### src/sample_fifo_settings.svh
// Sample FIFO build settings
// Depth, field widths, flag margins and APB register map
`ifndef SAMPLE_FIFO_SETTINGS_SVH
`define SAMPLE_FIFO_SETTINGS_SVH

`define FIFO_DEPTH          512 // Must be a power of two
`define FIFO_AW             9
`define LEVEL_W             10  // RAM count, covers FIFO_DEPTH
`define TOTAL_LEVEL_W       11  // RAM plus the three prefetch stages
`define ALMOST_FULL_MARGIN  4

`define CHAN_W              4
`define DATA_W              28

`define REG_CTRL            12'h000
`define REG_STATUS          12'h004
`define REG_OVF             12'h008
`define OVF_CNT_W           16

`endif
### src/sample_fifo_pkg.sv
// Sample FIFO types
// Sample payload, status word and APB request/response bundles
`include "sample_fifo_settings.svh"

package sample_fifo_pkg;

  typedef struct packed {
    logic [`CHAN_W-1:0] chan;
    logic [`DATA_W-1:0] data;
  } sample_t;

  // Level counts the RAM and all prefetch stages
  typedef struct packed {
    logic [`TOTAL_LEVEL_W-1:0] level;
    logic                      full;
    logic                      almost_full;
    logic                      empty;
  } fifo_status_t;

  typedef struct packed {
    logic        psel;
    logic        penable;
    logic        pwrite;
    logic [11:0] paddr;
    logic [31:0] pwdata;
  } apb_req_t;

  typedef struct packed {
    logic [31:0] prdata;
    logic        pready;
    logic        pslverr;
  } apb_rsp_t;

endpackage

### src/fifo_status_apb.sv
// APB register block for the sample FIFO
// Holds the high-water threshold and a saturating overflow counter
`include "sample_fifo_settings.svh"

module fifo_status_apb
  import sample_fifo_pkg::*;
(
  input  logic         RD_CLK,
  input  logic         RESET,
  input  apb_req_t     apb_req,
  output apb_rsp_t     apb_rsp,
  input  fifo_status_t status,
  input  logic         overflow,
  output logic         high
);

  localparam int STATUS_W = $bits(fifo_status_t);
  localparam logic [`TOTAL_LEVEL_W-1:0] THRESH_RST = `FIFO_DEPTH;

  logic [`TOTAL_LEVEL_W-1:0] threshold;
  logic [`OVF_CNT_W-1:0]     ovf_cnt;
  logic                      access;
  logic                      hit_ctrl;
  logic                      hit_status;
  logic                      hit_ovf;

  assign access     = apb_req.psel && apb_req.penable;
  assign hit_ctrl   = (apb_req.paddr == `REG_CTRL);
  assign hit_status = (apb_req.paddr == `REG_STATUS);
  assign hit_ovf    = (apb_req.paddr == `REG_OVF);

  assign apb_rsp.pready  = 1'b1; // Zero wait states
  assign apb_rsp.pslverr = access && !(hit_ctrl || hit_status || hit_ovf);

  always_comb begin
    apb_rsp.prdata = '0;
    if (hit_ctrl) begin
      apb_rsp.prdata = {{(32 - `TOTAL_LEVEL_W){1'b0}}, threshold};
    end else if (hit_status) begin
      apb_rsp.prdata = {{(32 - STATUS_W){1'b0}}, status};
    end else if (hit_ovf) begin
      apb_rsp.prdata = {{(32 - `OVF_CNT_W){1'b0}}, ovf_cnt};
    end
  end

  always_ff @(posedge RD_CLK) begin
    if (RESET) begin
      threshold <= THRESH_RST;
    end else if (access && apb_req.pwrite && hit_ctrl) begin
      threshold <= apb_req.pwdata[`TOTAL_LEVEL_W-1:0];
    end
  end

  // A write of any value clears the counter, and wins over a new overflow
  always_ff @(posedge RD_CLK) begin
    if (RESET) begin
      ovf_cnt <= '0;
    end else if (access && apb_req.pwrite && hit_ovf) begin
      ovf_cnt <= '0;
    end else if (overflow && (ovf_cnt != '1)) begin
      ovf_cnt <= ovf_cnt + 1'b1;
    end
  end

  assign high = (status.level >= threshold);

  // The bus master must hold psel through the access phase
  a_penable_with_psel: assert property (
    @(posedge RD_CLK) disable iff (RESET)
    apb_req.penable |-> apb_req.psel
  ) else $error("penable without psel");

endmodule

### config.mk
export PLATFORM = sky130hd
export DESIGN_NAME = fifo_status_apb
export DESIGN_NICKNAME = d
export VERILOG_FILES = /design/src/sample_fifo_pkg.sv /design/src/fifo_status_apb.sv
export VERILOG_INCLUDE_DIRS = /design/src
export SDC_FILE = /design/constraint.sdc
export NUM_CORES = 1
export LEC_CHECK = 0
export BUFFER_PORTS_ARGS = -buffer_cell sky130_fd_sc_hd__buf_2
export CORE_MARGIN = 5
export CORE_UTILIZATION = 45
export DETAILED_ROUTE_END_ITERATION = 12
export PLACE_DENSITY = 0.88
export SLEW_MARGIN = 10
export SYNTH_ARGS = -nofsm -noshare
export SYNTH_HDL_FRONTEND = slang
export SYNTH_SLANG_ARGS = --single-unit
### constraint.sdc
create_clock -name RD_CLK -period 2.2 [get_ports RD_CLK]
set_clock_uncertainty 0.05 [all_clocks]
set_input_delay 0.22 -clock RD_CLK [delete_from_list [all_inputs] [get_ports RD_CLK]]
set_output_delay 0.22 -clock RD_CLK [all_outputs]
set_load 0.02 [all_outputs]
==> Word level (Yosys, flattened, before mapping) <==
Index checks and enable logic that the tools add are counted.
{ "totals": {"register_bits": 27, "elab_cells": 21} }
{ "classes": {"n_addsub": 1, "order_cmp": 1, "n_eq_ne": 3, "muxes": 3, "reduce_logical": 11} }
{ "ops": {"columns": ["cell", "n"], "rows": [
  ["$mux W16", 3],
  ["$add A16 B1 Y16 const B", 1],
  ["$ne A16 B16 Y1 const B", 1],
  ["$eq A12 B3 Y1 const B", 1],
  ["$eq A12 B4 Y1 const B", 1],
  ["$logic_not A12 Y1", 1],
  ["$ge A11 B11 Y1", 1],
  ["$logic_and A1 B1 Y1", 6],
  ["$logic_or A1 B1 Y1", 2],
  ["$reduce_or A2 Y1", 1],
  ["$logic_not A1 Y1", 1]
]} }

==> Logic depth before layout (Yosys ltp) <==
Gate-level depths: netlist (run 1).
{ "depth": {"word_depth": 5, "mapped_depth": 6} }

==> Worst setup path after synthesis (run 1) <==
OpenSTA, ideal clock, no wires.
{ "synth_path": {"path_kind": "input to output", "start": "input port apb_req[39] (netlist bit)", "end": "output port apb_rsp[10] (netlist bit)", "arrival_time_ns": 1.668, "setup_slack_ns": 0.262, "cell_stages": 5, "path_cell_list": "or4_4 -> nor4_4 -> and2_4 -> buf_6 -> a221o_1"} }
{ "synth_rtl": {"columns": ["element", "line_no", "text"], "rows": [
  ["start, declared", "fifo_status_apb.sv:10", "input apb_req_t apb_req,"],
  ["end, declared", "fifo_status_apb.sv:11", "output apb_rsp_t apb_rsp,"]
]} }

==> results of run 1 <==
## cell families after synthesis
family                   synth area share
AND/OR/NAND/NOR                     0.306
AO/OA/AOI/OAI                       0.218
buffers and inverters               0.120
flip-flops                          0.265
adder cells (fa/ha/maj)            0.0736
other                             0.00368
XOR/XNOR                          0.00859
multiplexers                      0.00491
## what timing repair did
item / in CTS / in global routing
gates cloned: 0 / 1
gates resized for setup: 1 / 1
setup endpoints to repair: 1 / 5
pin swaps: 0 / 2
buffers inserted: 0 / 4
## worst paths after layout
kind	startpoint	end	slack [ns]	cells after the start
max	apb_req[36]	apb_rsp[9]	0.05	7
min	apb_req[9]	threshold[9]	0.09	2
max reg2reg	ovf_cnt[0]	ovf_cnt[1]	0.29	5
min reg2reg	threshold[0]	threshold[0]	0.46	2
## area by class of cell
| type | count | area (sq um) | share of cell area |
|---|---|---|---|
| Tap cell | 52 | 65.1 | 0.0269 |
| Sequential cell | 27 | 541 | 0.224 |
| Timing Repair Buffer | 69 | 397 | 0.164 |
| Clock buffer | 4 | 45.0 | 0.0187 |
| Multi-Input combinational cell | 184 | 1310 | 0.543 |
| Inverter | 15 | 56.3 | 0.0233 |
## registers in the layout, summed over array words and instances, names as in the netlist
signal     cells
ovf_cnt       16
threshold     11
## worst max-delay path, delay by kind of cell
| family | cells | cell delay (ns) |
|---|---|---|
| simple gates | 3 | 1.07 |
| buf+inv | 3 | 0.50 |
| compound gates | 1 | 0.10 |
## through the flow
stage               setup TNS [ns]  hold slack, ns  cells
global route               -0.0431          0.0912    351
detailed placement               0           0.378    342
floorplan                        0           0.288    253
finish                           0          0.0871    351
CTS                              0          0.0950    346
global placement                 0           0.377    342
## metal layers
| metal | up-vias | wire [microns] | GRT usage |
|---|---|---|---|
| met5 | - | 0 | 0 |
| li1 | 991 | - | - |
| met3 | 15 | 304 | 0.0255 |
| met2 | 83 | 2840 | 0.294 |
| met1 | 930 | 2280 | 0.219 |
| met4 | 0 | 140 | 0.0584 |
## cells in the mapped netlist, types with 4 or more instances
master                      n
sky130_fd_sc_hd__a21oi_1   16
sky130_fd_sc_hd__a221o_1   10
sky130_fd_sc_hd__and2_1    12
sky130_fd_sc_hd__and3_1     4
sky130_fd_sc_hd__buf_4     18
sky130_fd_sc_hd__dfxtp_1   27
sky130_fd_sc_hd__ha_1      12
sky130_fd_sc_hd__inv_1     15
sky130_fd_sc_hd__nand2_1   12
sky130_fd_sc_hd__nand3_1    5
sky130_fd_sc_hd__nand4_1    5
sky130_fd_sc_hd__nand4b_1  10
sky130_fd_sc_hd__nor2_1     8
sky130_fd_sc_hd__nor4_1     5
sky130_fd_sc_hd__o21ai_0    9
sky130_fd_sc_hd__o31ai_1   14
sky130_fd_sc_hd__or3_1      4
## report_power, final
group          internal, mW  switching [mW]
combinational        0.0526          0.0824
sequential            0.491         0.00355
clock                 0.130           0.164
total                 0.674           0.250
==> impl.org, run 1 <==
** Logic synthesis
- Number of storage elements in the synthesis netlist :: 27
- Gate count of the mapped netlist :: between 200 and 250
- In the synthesized netlist the dominant register cell turns out to be sky130_fd_sc_hd__dfxtp_1.
- After synthesis, the cell types taking the most area are sky130_fd_sc_hd__dfxtp_1, sky130_fd_sc_hd__ha_1, sky130_fd_sc_hd__buf_4.
- Counting flops with an async set or reset pin after synthesis yields a share of 0.
- Of all cell types, the one taking the most synthesized area is sky130_fd_sc_hd__dfxtp_1.
- Portion of the post-synthesis area used by sequential elements :: 0.265
- Yosys mapped a number of flops with a built-in enable equal to 0.
- Yosys printed 0 warnings.
- Number of unique standard cell types used by synthesis :: 50
- Share of the synthesized area in the top cell type :: 0.265
- Dividing the synthesized area by the synthesized cell count gives 8.57 sq um.
- Cell area after synthesis :: 2040 sq um

** Worst setup path
- For this design, the slowest cell found on the critical path is sky130_fd_sc_hd__or4_4.
- For this run, the slowest stage of the critical path takes 0.56 ns.
- Critical setup path kind :: in2out
- Data arrival, critical path :: 1.88 ns
- For the worst setup path, the data required time is 1.93 ns.
- Highest fanout seen on the critical path :: 5
- Dominant cell type by count on the critical path :: sky130_fd_sc_hd__buf_2
- Critical Path Source Type :: input pin
- Walking the worst path, the cells encountered are buf_2 -> or4_4 -> nor4_4 -> buf_2 -> and2_1 -> a221o_1 -> buf_2.
- Capturing element type of the critical path :: primary output

** Routing
- Dividing the detail-routed via count by the number of cells gives 5.75.
- The detail route stage leaves a number of antenna-violating nets equal to 0.
- For this run, design rule violations remaining after detail routing come to 0.
- For this block, the initial DRC count from the detailed router was between 150 and 200.
- Summing over every cut layer, the via total after detailed routing is just over 2000.
- First-pass DRT Iterations :: 4
- After detailed routing, the total wire length is approximately 5.6 mm.
- In the final routed layout, each cell accounts on average for 15.8 microns.

** Min path
- In this run the worst hold path is classified as in2reg.

** STA
- Setup slack after layout :: about 0.047 ns
- Setup violations remaining at the end of the flow were counted as 0.
- Max Freq :: roughly 0.46 GHz
- Of the available clock period, the critical path in the final layout requires 0.978.
- Final Hold Fails :: 0
- For the pin with the worst max-slew slack, the measured transition is 0.655 ns.
- Shortest period the worst path allows :: 2.15 ns
- Measured against its own limit, the worst slew margin works out to 0.558.
- The final count of pins violating max slew came to 0.

** GRT
- Total routing usage reported by global routing :: 0.171
- Global-route wire length before repair :: 8.65 mm
- The via count of the first global-routing pass was 1798.
- Antenna violations before repair :: 0
- Maximum number of pins on one net before global-route repair :: 24
- After global routing the overflow that remains totals 0.

** Final layout
- Finished Cell Area :: 2410 sq um
- Area added between synthesis and finish :: 18.3%
- The library cells used most frequently in the layout, excluding fill and tap cells, are sky130_fd_sc_hd__buf_2, sky130_fd_sc_hd__dfxtp_1, sky130_fd_sc_hd__conb_1.
- Final antenna diode count :: 0
- Fraction of layout instances using a drive strength above 1 :: 0.294
- At the end of the flow, the number of nets in the layout was around 380.
- Filler Cells Inserted :: 393
- The library cell used most frequently in the layout, excluding fill and tap cells, is sky130_fd_sc_hd__buf_2.
- Measured on the finished design, the core utilization comes to 0.551.

** Place
- The count of buffers added on input and output ports is 60.
- The congestion estimate from routability-driven global placement came to 0.844.
- At the placement stage, the worst setup path has a slack of 0.0320 ns.
- Once detailed placement completed, the half-perimeter wirelength came to 4.25 mm.
- Post-placement cell area :: 2320 sq um

** Floorplan
- Core box area :: 4380 sq um
- In this run the horizontal extent of the chip is approximately 77 microns.
- The die is 77.3 microns tall.
- In this run the count of I/O pins placed on the die edge is 99.
- The die covers 5980 sq um.
- Count of standard-cell rows :: 24
- For this configuration, the core starts out at a cell density of 0.465.

** Run
- Across the run, the number of max-cap violations was 0.

** Clock network
- The clock drives 27 sinks.
- After clock tree synthesis, the clock-pin slew on the worst setup and hold paths is ~0.10 ns.
- Clock tree synthesis inserted a total of 3 buffers.
- CTS built an H-tree with a depth of 1.
- Counting along the longest clock path gives a buffer depth of 2.
- # hold bufs at CTS :: 0
- TritonCTS built the clock tree.
- For the worst-skew pair, the clock arrives at the later sink with an insertion delay of between 0.2 and 0.3 ns.
- Clock root buffer :: sky130_fd_sc_hd__clkbuf_8

** Power
- Summed over all cells, the static leakage comes to 1.04 nW.
- The design draws ~0.9 mW.
- Ratio of total power to cell area :: approximately 380 nW/um^2
- The worst-case IR drop observed on VDD is 256 uV.

** Status
- Outcome :: finished clean
(Power assumes the default switching activity.)
==> inputs of run 2 (changes only) <==
--- a/config.mk
+++ b/config.mk
@@ -11,6 +11,7 @@
 export CORE_UTILIZATION = 45
 export DETAILED_ROUTE_END_ITERATION = 12
 export PLACE_DENSITY = 0.88
+export RECOVER_POWER = 100
 export SLEW_MARGIN = 10
 export SYNTH_ARGS = -nofsm -noshare
 export SYNTH_HDL_FRONTEND = slang
==> impl.org, run 2 (synthesized netlist as in run 1, its figures left out) <==
** STA
- Worst-margin pin slew :: 0.652 ns
- The final count of pins violating max slew came to 0.
- Period utilisation layout :: 0.966
- Number of endpoints failing setup at the final stage :: 0
- Headroom to the max-slew limit came out at 0.560.
- Final Hold Fails :: 0
- RSZ-0062 raised after global routing :: false
- The clock period could shrink to 2.13 ns.
- For the final routed database, the setup TNS stands at 0 ns.
- Derived from the worst setup path, the maximum achievable clock frequency is 0.470 GHz.

** Status
- The flow ran to the end, and the final reports show no timing, DRC or antenna violations.

** Place
- Number of buffers inserted by port buffering :: 60
- Number of placed instances with taps included :: around 340
- Detailed placement finished with a half-perimeter wire length of between 4 and 5 mm.
- Final Wtd Congestion :: between 0.8 and 0.9

** Routing
- Wires add up to about 5.5 mm.
- Vias post-DR :: 2026
- Routed WL per cell :: 15.8 microns
- Using the TritonRoute via totals, the vias-per-cell ratio works out to around 5.8.
- The first routing iteration left 182 violations.
- Number of nets with antenna violations after routing :: 0
- First-pass DRT Iterations :: 4
- DRC violations left :: 0

** Floorplan
- The total area inside the core boundary comes to 4380 sq um.
- Boundary pin count :: 99
- Vertical die dimension :: 77.3 microns
- From left edge to right edge, the die measures 77.3 microns.
- The die covers between 5000 and 6000 sq um.
- Initial core utilization :: 0.465
- Row generation in the floorplan step produced 24 rows.

** Power
- VDD IR max :: 257 uV
- Sequential fraction of design power :: 0.536
- Of the total power, the share spent switching nets is 0.272.
- Dividing total power by cell area gives a power density of 386 nW/um^2.
- Comb pwr share :: 0.144
- The analysis attributes to net switching a power of 0.251 mW.
- Leakage power figure :: 1.02 nW
- Internal power comes to 0.672 mW.
- Relative contribution of the clock network to total power :: 0.320

** Final layout
- Top library cells by usage in the layout, fill and taps aside :: sky130_fd_sc_hd__buf_2, sky130_fd_sc_hd__dfxtp_1, sky130_fd_sc_hd__conb_1
- Final antenna diode count :: 0
- The library cell used most frequently in the layout, excluding fill and tap cells, is sky130_fd_sc_hd__buf_2.
- Biggest regs :: ovf_cnt (16), threshold (11)
- Filler Cells Inserted :: 396
- The finished layout holds 351 standard cells, fillers aside.
- The register with the most flip-flops in the layout has 16 of them.
- Fraction of layout instances using a drive strength above 1 :: 0.281
- At the end of the flow, the number of nets in the layout was 376.
- Compared with the post-synthesis result, the final layout area differs by 17.3%.
- Counting flops per register, the top entry is ovf_cnt.

** Clock network
- Counting every sink on the clock net gives 27.
- H-tree levels :: 1
- TritonCTS clock tree :: built
- The number of clock buffers added by TritonCTS is 3.
- Clk buf depth :: 2
- The cell sitting at the root of the clock tree is a sky130_fd_sc_hd__clkbuf_8.
- Clock transition at path regs :: 0.10 ns
- The later pin in the worst-skew pair is clocked with a latency of 0.28 ns.

** GRT
- Maximum number of pins on one net before global-route repair :: 24
- Antenna violations before repair :: 0
- Total routing usage reported by global routing :: 0.171
- The via count of the first global-routing pass came to ~1800.
- The first global-routing pass estimated between 8 and 9 mm of wire.
- Total congestion overflow :: 0

** Min path
- Worst Hold Class :: in2reg
- Hold Crit Start :: apb_req[9]
- The worst hold path terminates at threshold[9].
- The worst hold path passes through 2 cells.

** Worst setup path
- STA puts the critical path data arrival time at 1.86 ns.
- Worst reg2reg endpoint :: ovf_cnt[1]
- The critical path is of the in2out type.
- WP data required :: 1.93 ns
- The startpoint identified for the worst register-to-register timing path is ovf_cnt[0].
- FF-to-FF setup slack :: 0.28 ns
- In this run the worst path has a maximum fanout of 23.
- The worst setup path is captured at a primary output.
- The number of cells on the worst reg-to-reg path is 5.
- Crit path from :: apb_req[36]
- STA classifies the critical path startpoint as an input pin.

** Run
- Count of maximum capacitance violations :: 0
[run 2: timing repair]
item	in CTS	in global routing
buffers inserted	0	4
hold buffers	0	0
resized for setup	1	1
endpoints found under the setup margin	1	5
pin swaps	0	2
cloned	0	1
[run 2: how the worst max path moves through the flow]
stage                   to  slack (ns)  depth (start not counted)
6_report       apb_rsp[12]        0.07                          7
5_1_grt         apb_rsp[7]       0.006                          7
3_5_place_dp   apb_rsp[12]        0.03                          7
3_3_place_gp   apb_rsp[10]        0.08                          7
4_1_cts         apb_rsp[5]       0.005                          7
2_1_floorplan  apb_rsp[10]        0.26                          5
[run 2: worst max-delay path, cell delays in order]
cell and delay (ns):
sky130_fd_sc_hd__buf_2 0.10, sky130_fd_sc_hd__or4_4 0.54, sky130_fd_sc_hd__clkbuf_2 0.17, sky130_fd_sc_hd__nor4b_4 0.28, sky130_fd_sc_hd__buf_12 0.20, sky130_fd_sc_hd__a221o_1 0.18
sky130_fd_sc_hd__buf_2 0.17
[run 2: per-layer routing]
layer / routed length (microns) / global-route usage / up-vias
met5: 0 / 0 / -
met4: 140 / 0.0584 / 0
met3: 327 / 0.0255 / 15
met2: 2850 / 0.294 / 86
met1: 2230 / 0.219 / 934
li1: - / - / 991
[run 2: final cells by class]
| class | instances | area (sq um) | share of cell area |
|---|---|---|---|
| inverters | 15 | 56.3 | 0.0235 |
| multi-input cells | 184 | 1310 | 0.548 |
| flip-flops and latches | 27 | 541 | 0.226 |
| clock buffers | 4 | 45.0 | 0.0188 |
| well taps | 52 | 65.1 | 0.0272 |
| repair buffers | 69 | 375 | 0.157 |
[run 2: power groups by stage]
stage                     combinational (mW)  sequential, mW  clock [mW]
after floorplan                        0.100           0.505           0
after global placement                 0.126           0.506           0
after detailed placement               0.131           0.506           0
after CTS                              0.131           0.494       0.283
after global routing                   0.146           0.495       0.313
final                                  0.133           0.495       0.295
[run 2: metrics by stage]
step                setup WS [ns]  area [sq um]   util  total power [mW]  hold WS [ns]
global route              0.00565          2390  0.546             0.955        0.0912
CTS                       0.00510          2360  0.539             0.908        0.0950
global placement           0.0777          2320  0.528             0.632         0.377
detailed placement         0.0320          2320  0.528             0.637         0.378
floorplan                   0.262          2100      -             0.605         0.288
finish                     0.0739          2390  0.546             0.923        0.0865
==> inputs of run 3 (changes only) <==
--- a/config.mk
+++ b/config.mk
@@ -7,10 +7,12 @@
 export NUM_CORES = 1
 export LEC_CHECK = 0
 export BUFFER_PORTS_ARGS = -buffer_cell sky130_fd_sc_hd__buf_2
+export CELL_PAD_IN_SITES_DETAIL_PLACEMENT = 0
+export CELL_PAD_IN_SITES_GLOBAL_PLACEMENT = 1
 export CORE_MARGIN = 5
-export CORE_UTILIZATION = 45
+export CORE_UTILIZATION = 33
 export DETAILED_ROUTE_END_ITERATION = 12
-export PLACE_DENSITY = 0.88
+export PLACE_DENSITY = 0.91
 export RECOVER_POWER = 100
 export SLEW_MARGIN = 10
 export SYNTH_ARGS = -nofsm -noshare
==> impl.org, run 3 (synthesized netlist as in run 1, its figures left out) <==
** Clock network
- Clk buf depth :: 2
- Post-CTS timing repair inserted 0 buffers for setup.
- The cell sitting at the root of the clock tree is a sky130_fd_sc_hd__clkbuf_8.
- The clock net in this run drives a total of 27 sinks.
- The later pin in the worst-skew pair is clocked with a latency of 0.28 ns.
- Clock-pin slew was measured on the worst setup and hold paths at 0.10 ns.
- Cts bufs inserted :: 3
- In this run the number of H-tree levels came out at 1.
- TritonCTS clock tree :: built

** STA
- Post-route setup TNS :: 0 ns
- The final-report hold violation count came to 0.
- The final count of pins violating max slew was 0.
- Setup repair after global routing left no endpoint under its margin.
- Period utilisation layout :: 0.963
- Setup violations remaining at the end of the flow were counted as 0.
- After layout, the worst setup slack is 0.0804 ns.
- Shortest period the worst path allows :: 2.12 ns
- Relative max-transition margin :: 0.540
- Based on the critical path, the design can be clocked at up to between 0.4 and 0.5 GHz.
- At the pin with the least slew margin, the transition time is 0.681 ns.

** Routing
- The first detailed-routing pass ran for 4 iterations.
- Routed WL per cell :: about 15 microns
- Wires add up to about 5.4 mm.
- The detailed router finished its first iteration with about 150 violations.
- After detailed routing, the number of remaining DRC violations is 0.
- In the routed layout, each cell is associated on average with a via count of 5.34.
- Once detail routing completed, the nets flagged for antenna violations numbered 0.
- The detailed router placed 1971 vias in this run.

** Power
- Power spread over the standard cell area amounts to around 390 nW/um^2.
- In this run the static leakage power is between 0.9 and 1 nW.
- VDD IR max :: 183 uV

** Worst setup path
- Data arrival, critical path :: about 1.9 ns
- STA puts the critical path data required time at a little under 2 ns.
- Highest fanout seen on the critical path :: 15
- Critical setup path kind :: in2out
- The worst setup path is launched from an input pin.
- Capturing element type of the critical path :: primary output
- FF-to-FF setup slack :: 0.29 ns

** Final layout
- Fraction of layout instances using a drive strength above 1 :: 0.269
- Biggest register :: ovf_cnt
- The register with the most flip-flops in the layout has 16 of them.
- The repair_antennas step left the layout with diodes totalling 0.
- For this run, the post-layout net count is 371.
- Biggest regs :: ovf_cnt (16), threshold (11)
- Area added between synthesis and finish :: 16.7%
- Leaving out fill and tap cells, the most frequent cells in the layout are sky130_fd_sc_hd__buf_2, sky130_fd_sc_hd__dfxtp_1, sky130_fd_sc_hd__conb_1.
- The library cell used most frequently in the layout, excluding fill and tap cells, is sky130_fd_sc_hd__buf_2.
- Once layout is complete, the cells apart from fillers number 369.
- Counting the fill cells in the layout gives 621.

** Place
- Number of buffers inserted by port buffering :: 60
- The congestion estimate from routability-driven global placement came to 0.823.
- Pre-CTS WS :: 0.0486 ns
- Number of placed instances with taps included :: 365
- Detailed placement ended at an HPWL of 4.37 mm.

** Run
- Max-cap violations in this run came to 0.

** GRT
- For this run, the total global-route usage over all layers was measured as 0.141.
- Total congestion overflow :: 0
- The first global-routing pass estimated 8.96 mm of wire.
- The number of antenna violations at the first check in global routing came to 0.
- Maximum number of pins on one net before global-route repair :: 24
- The via count of the first global-routing pass came to between 1500 and 2000.

** Floorplan
- From left edge to right edge, the die measures 88.6 microns.
- The floorplan has 28 rows.
- For this configuration, the core starts out at a cell density of 0.343.
- The die is 88.6 microns tall.
- The floorplan step defined a die boundary enclosing 7860 sq um.
- The floorplan step defined a core boundary enclosing between 5000 and 6000 sq um.
- 99 I/O pins were placed.

** Status
- The run finished with clean final reports.

** Min path
- Worst Hold Class :: in2reg
## run 3: final timing paths
check / endpoint / depth (start not counted) / from
worst max register to register: ovf_cnt[15] / 4 / ovf_cnt[8]
worst min register to register: threshold[4] / 2 / threshold[4]
worst min-delay path: threshold[9] / 2 / apb_req[9]
worst max-delay path: apb_rsp[11] / 7 / apb_req[39]
## run 3: critical path, cell delays in order
cell                       delay, ns
sky130_fd_sc_hd__buf_2          0.09
sky130_fd_sc_hd__or4_4          0.58
sky130_fd_sc_hd__nor4_4         0.26
sky130_fd_sc_hd__buf_4          0.22
sky130_fd_sc_hd__and2_1         0.15
sky130_fd_sc_hd__a221o_1        0.13
sky130_fd_sc_hd__clkbuf_2       0.17
## run 3: power by group
part	total [mW]	switching (mW)	internal (mW)
combinational	0.131	0.0803	0.0506
sequential	0.494	0.00303	0.491
clock	0.297	0.169	0.129
total	0.922	0.252	0.671
## run 3: routing by layer
| metal | vias to the layer above | GRT usage | routed length, microns |
|---|---|---|---|
| met5 | - | 0 | 0 |
| met4 | 0 | 0.0220 | 32 |
| met3 | 4 | 0.0317 | 283 |
| met2 | 40 | 0.244 | 2770 |
| met1 | 942 | 0.181 | 2330 |
| li1 | 985 | - | - |
## run 3: what timing repair did
item / 4_1_cts / 5_1_grt
gates resized for setup: 0 / 1
hold endpoints to repair: 0 / 0
hold buffers: 0 / 0
endpoints found under the setup margin: 0 / 1
## run 3: metrics by stage
| step | total power [mW] | hold WS (ns) | util | area [sq um] |
|---|---|---|---|---|
| 2_1_floorplan | 0.605 | 0.288 | - | 2100 |
| 3_3_place_gp | 0.633 | 0.387 | 0.394 | 2340 |
| 3_5_place_dp | 0.636 | 0.388 | 0.394 | 2340 |
| 4_1_cts | 0.924 | 0.0995 | 0.402 | 2390 |
| 5_1_grt | 0.963 | 0.128 | 0.400 | 2380 |
| 6_report | 0.922 | 0.0985 | 0.400 | 2380 |
## run 3: cell type report
class,instances,area (sq um),share of cell area
multi-input combinational,184,1310,0.548
sequential,27,541,0.227
timing repair buffer,64,337,0.141
tap,75,93.8,0.0394
inverter,15,56.3,0.0236
clock buffer,3,41.3,0.0173
clock inverter,1,7.51,0.00315
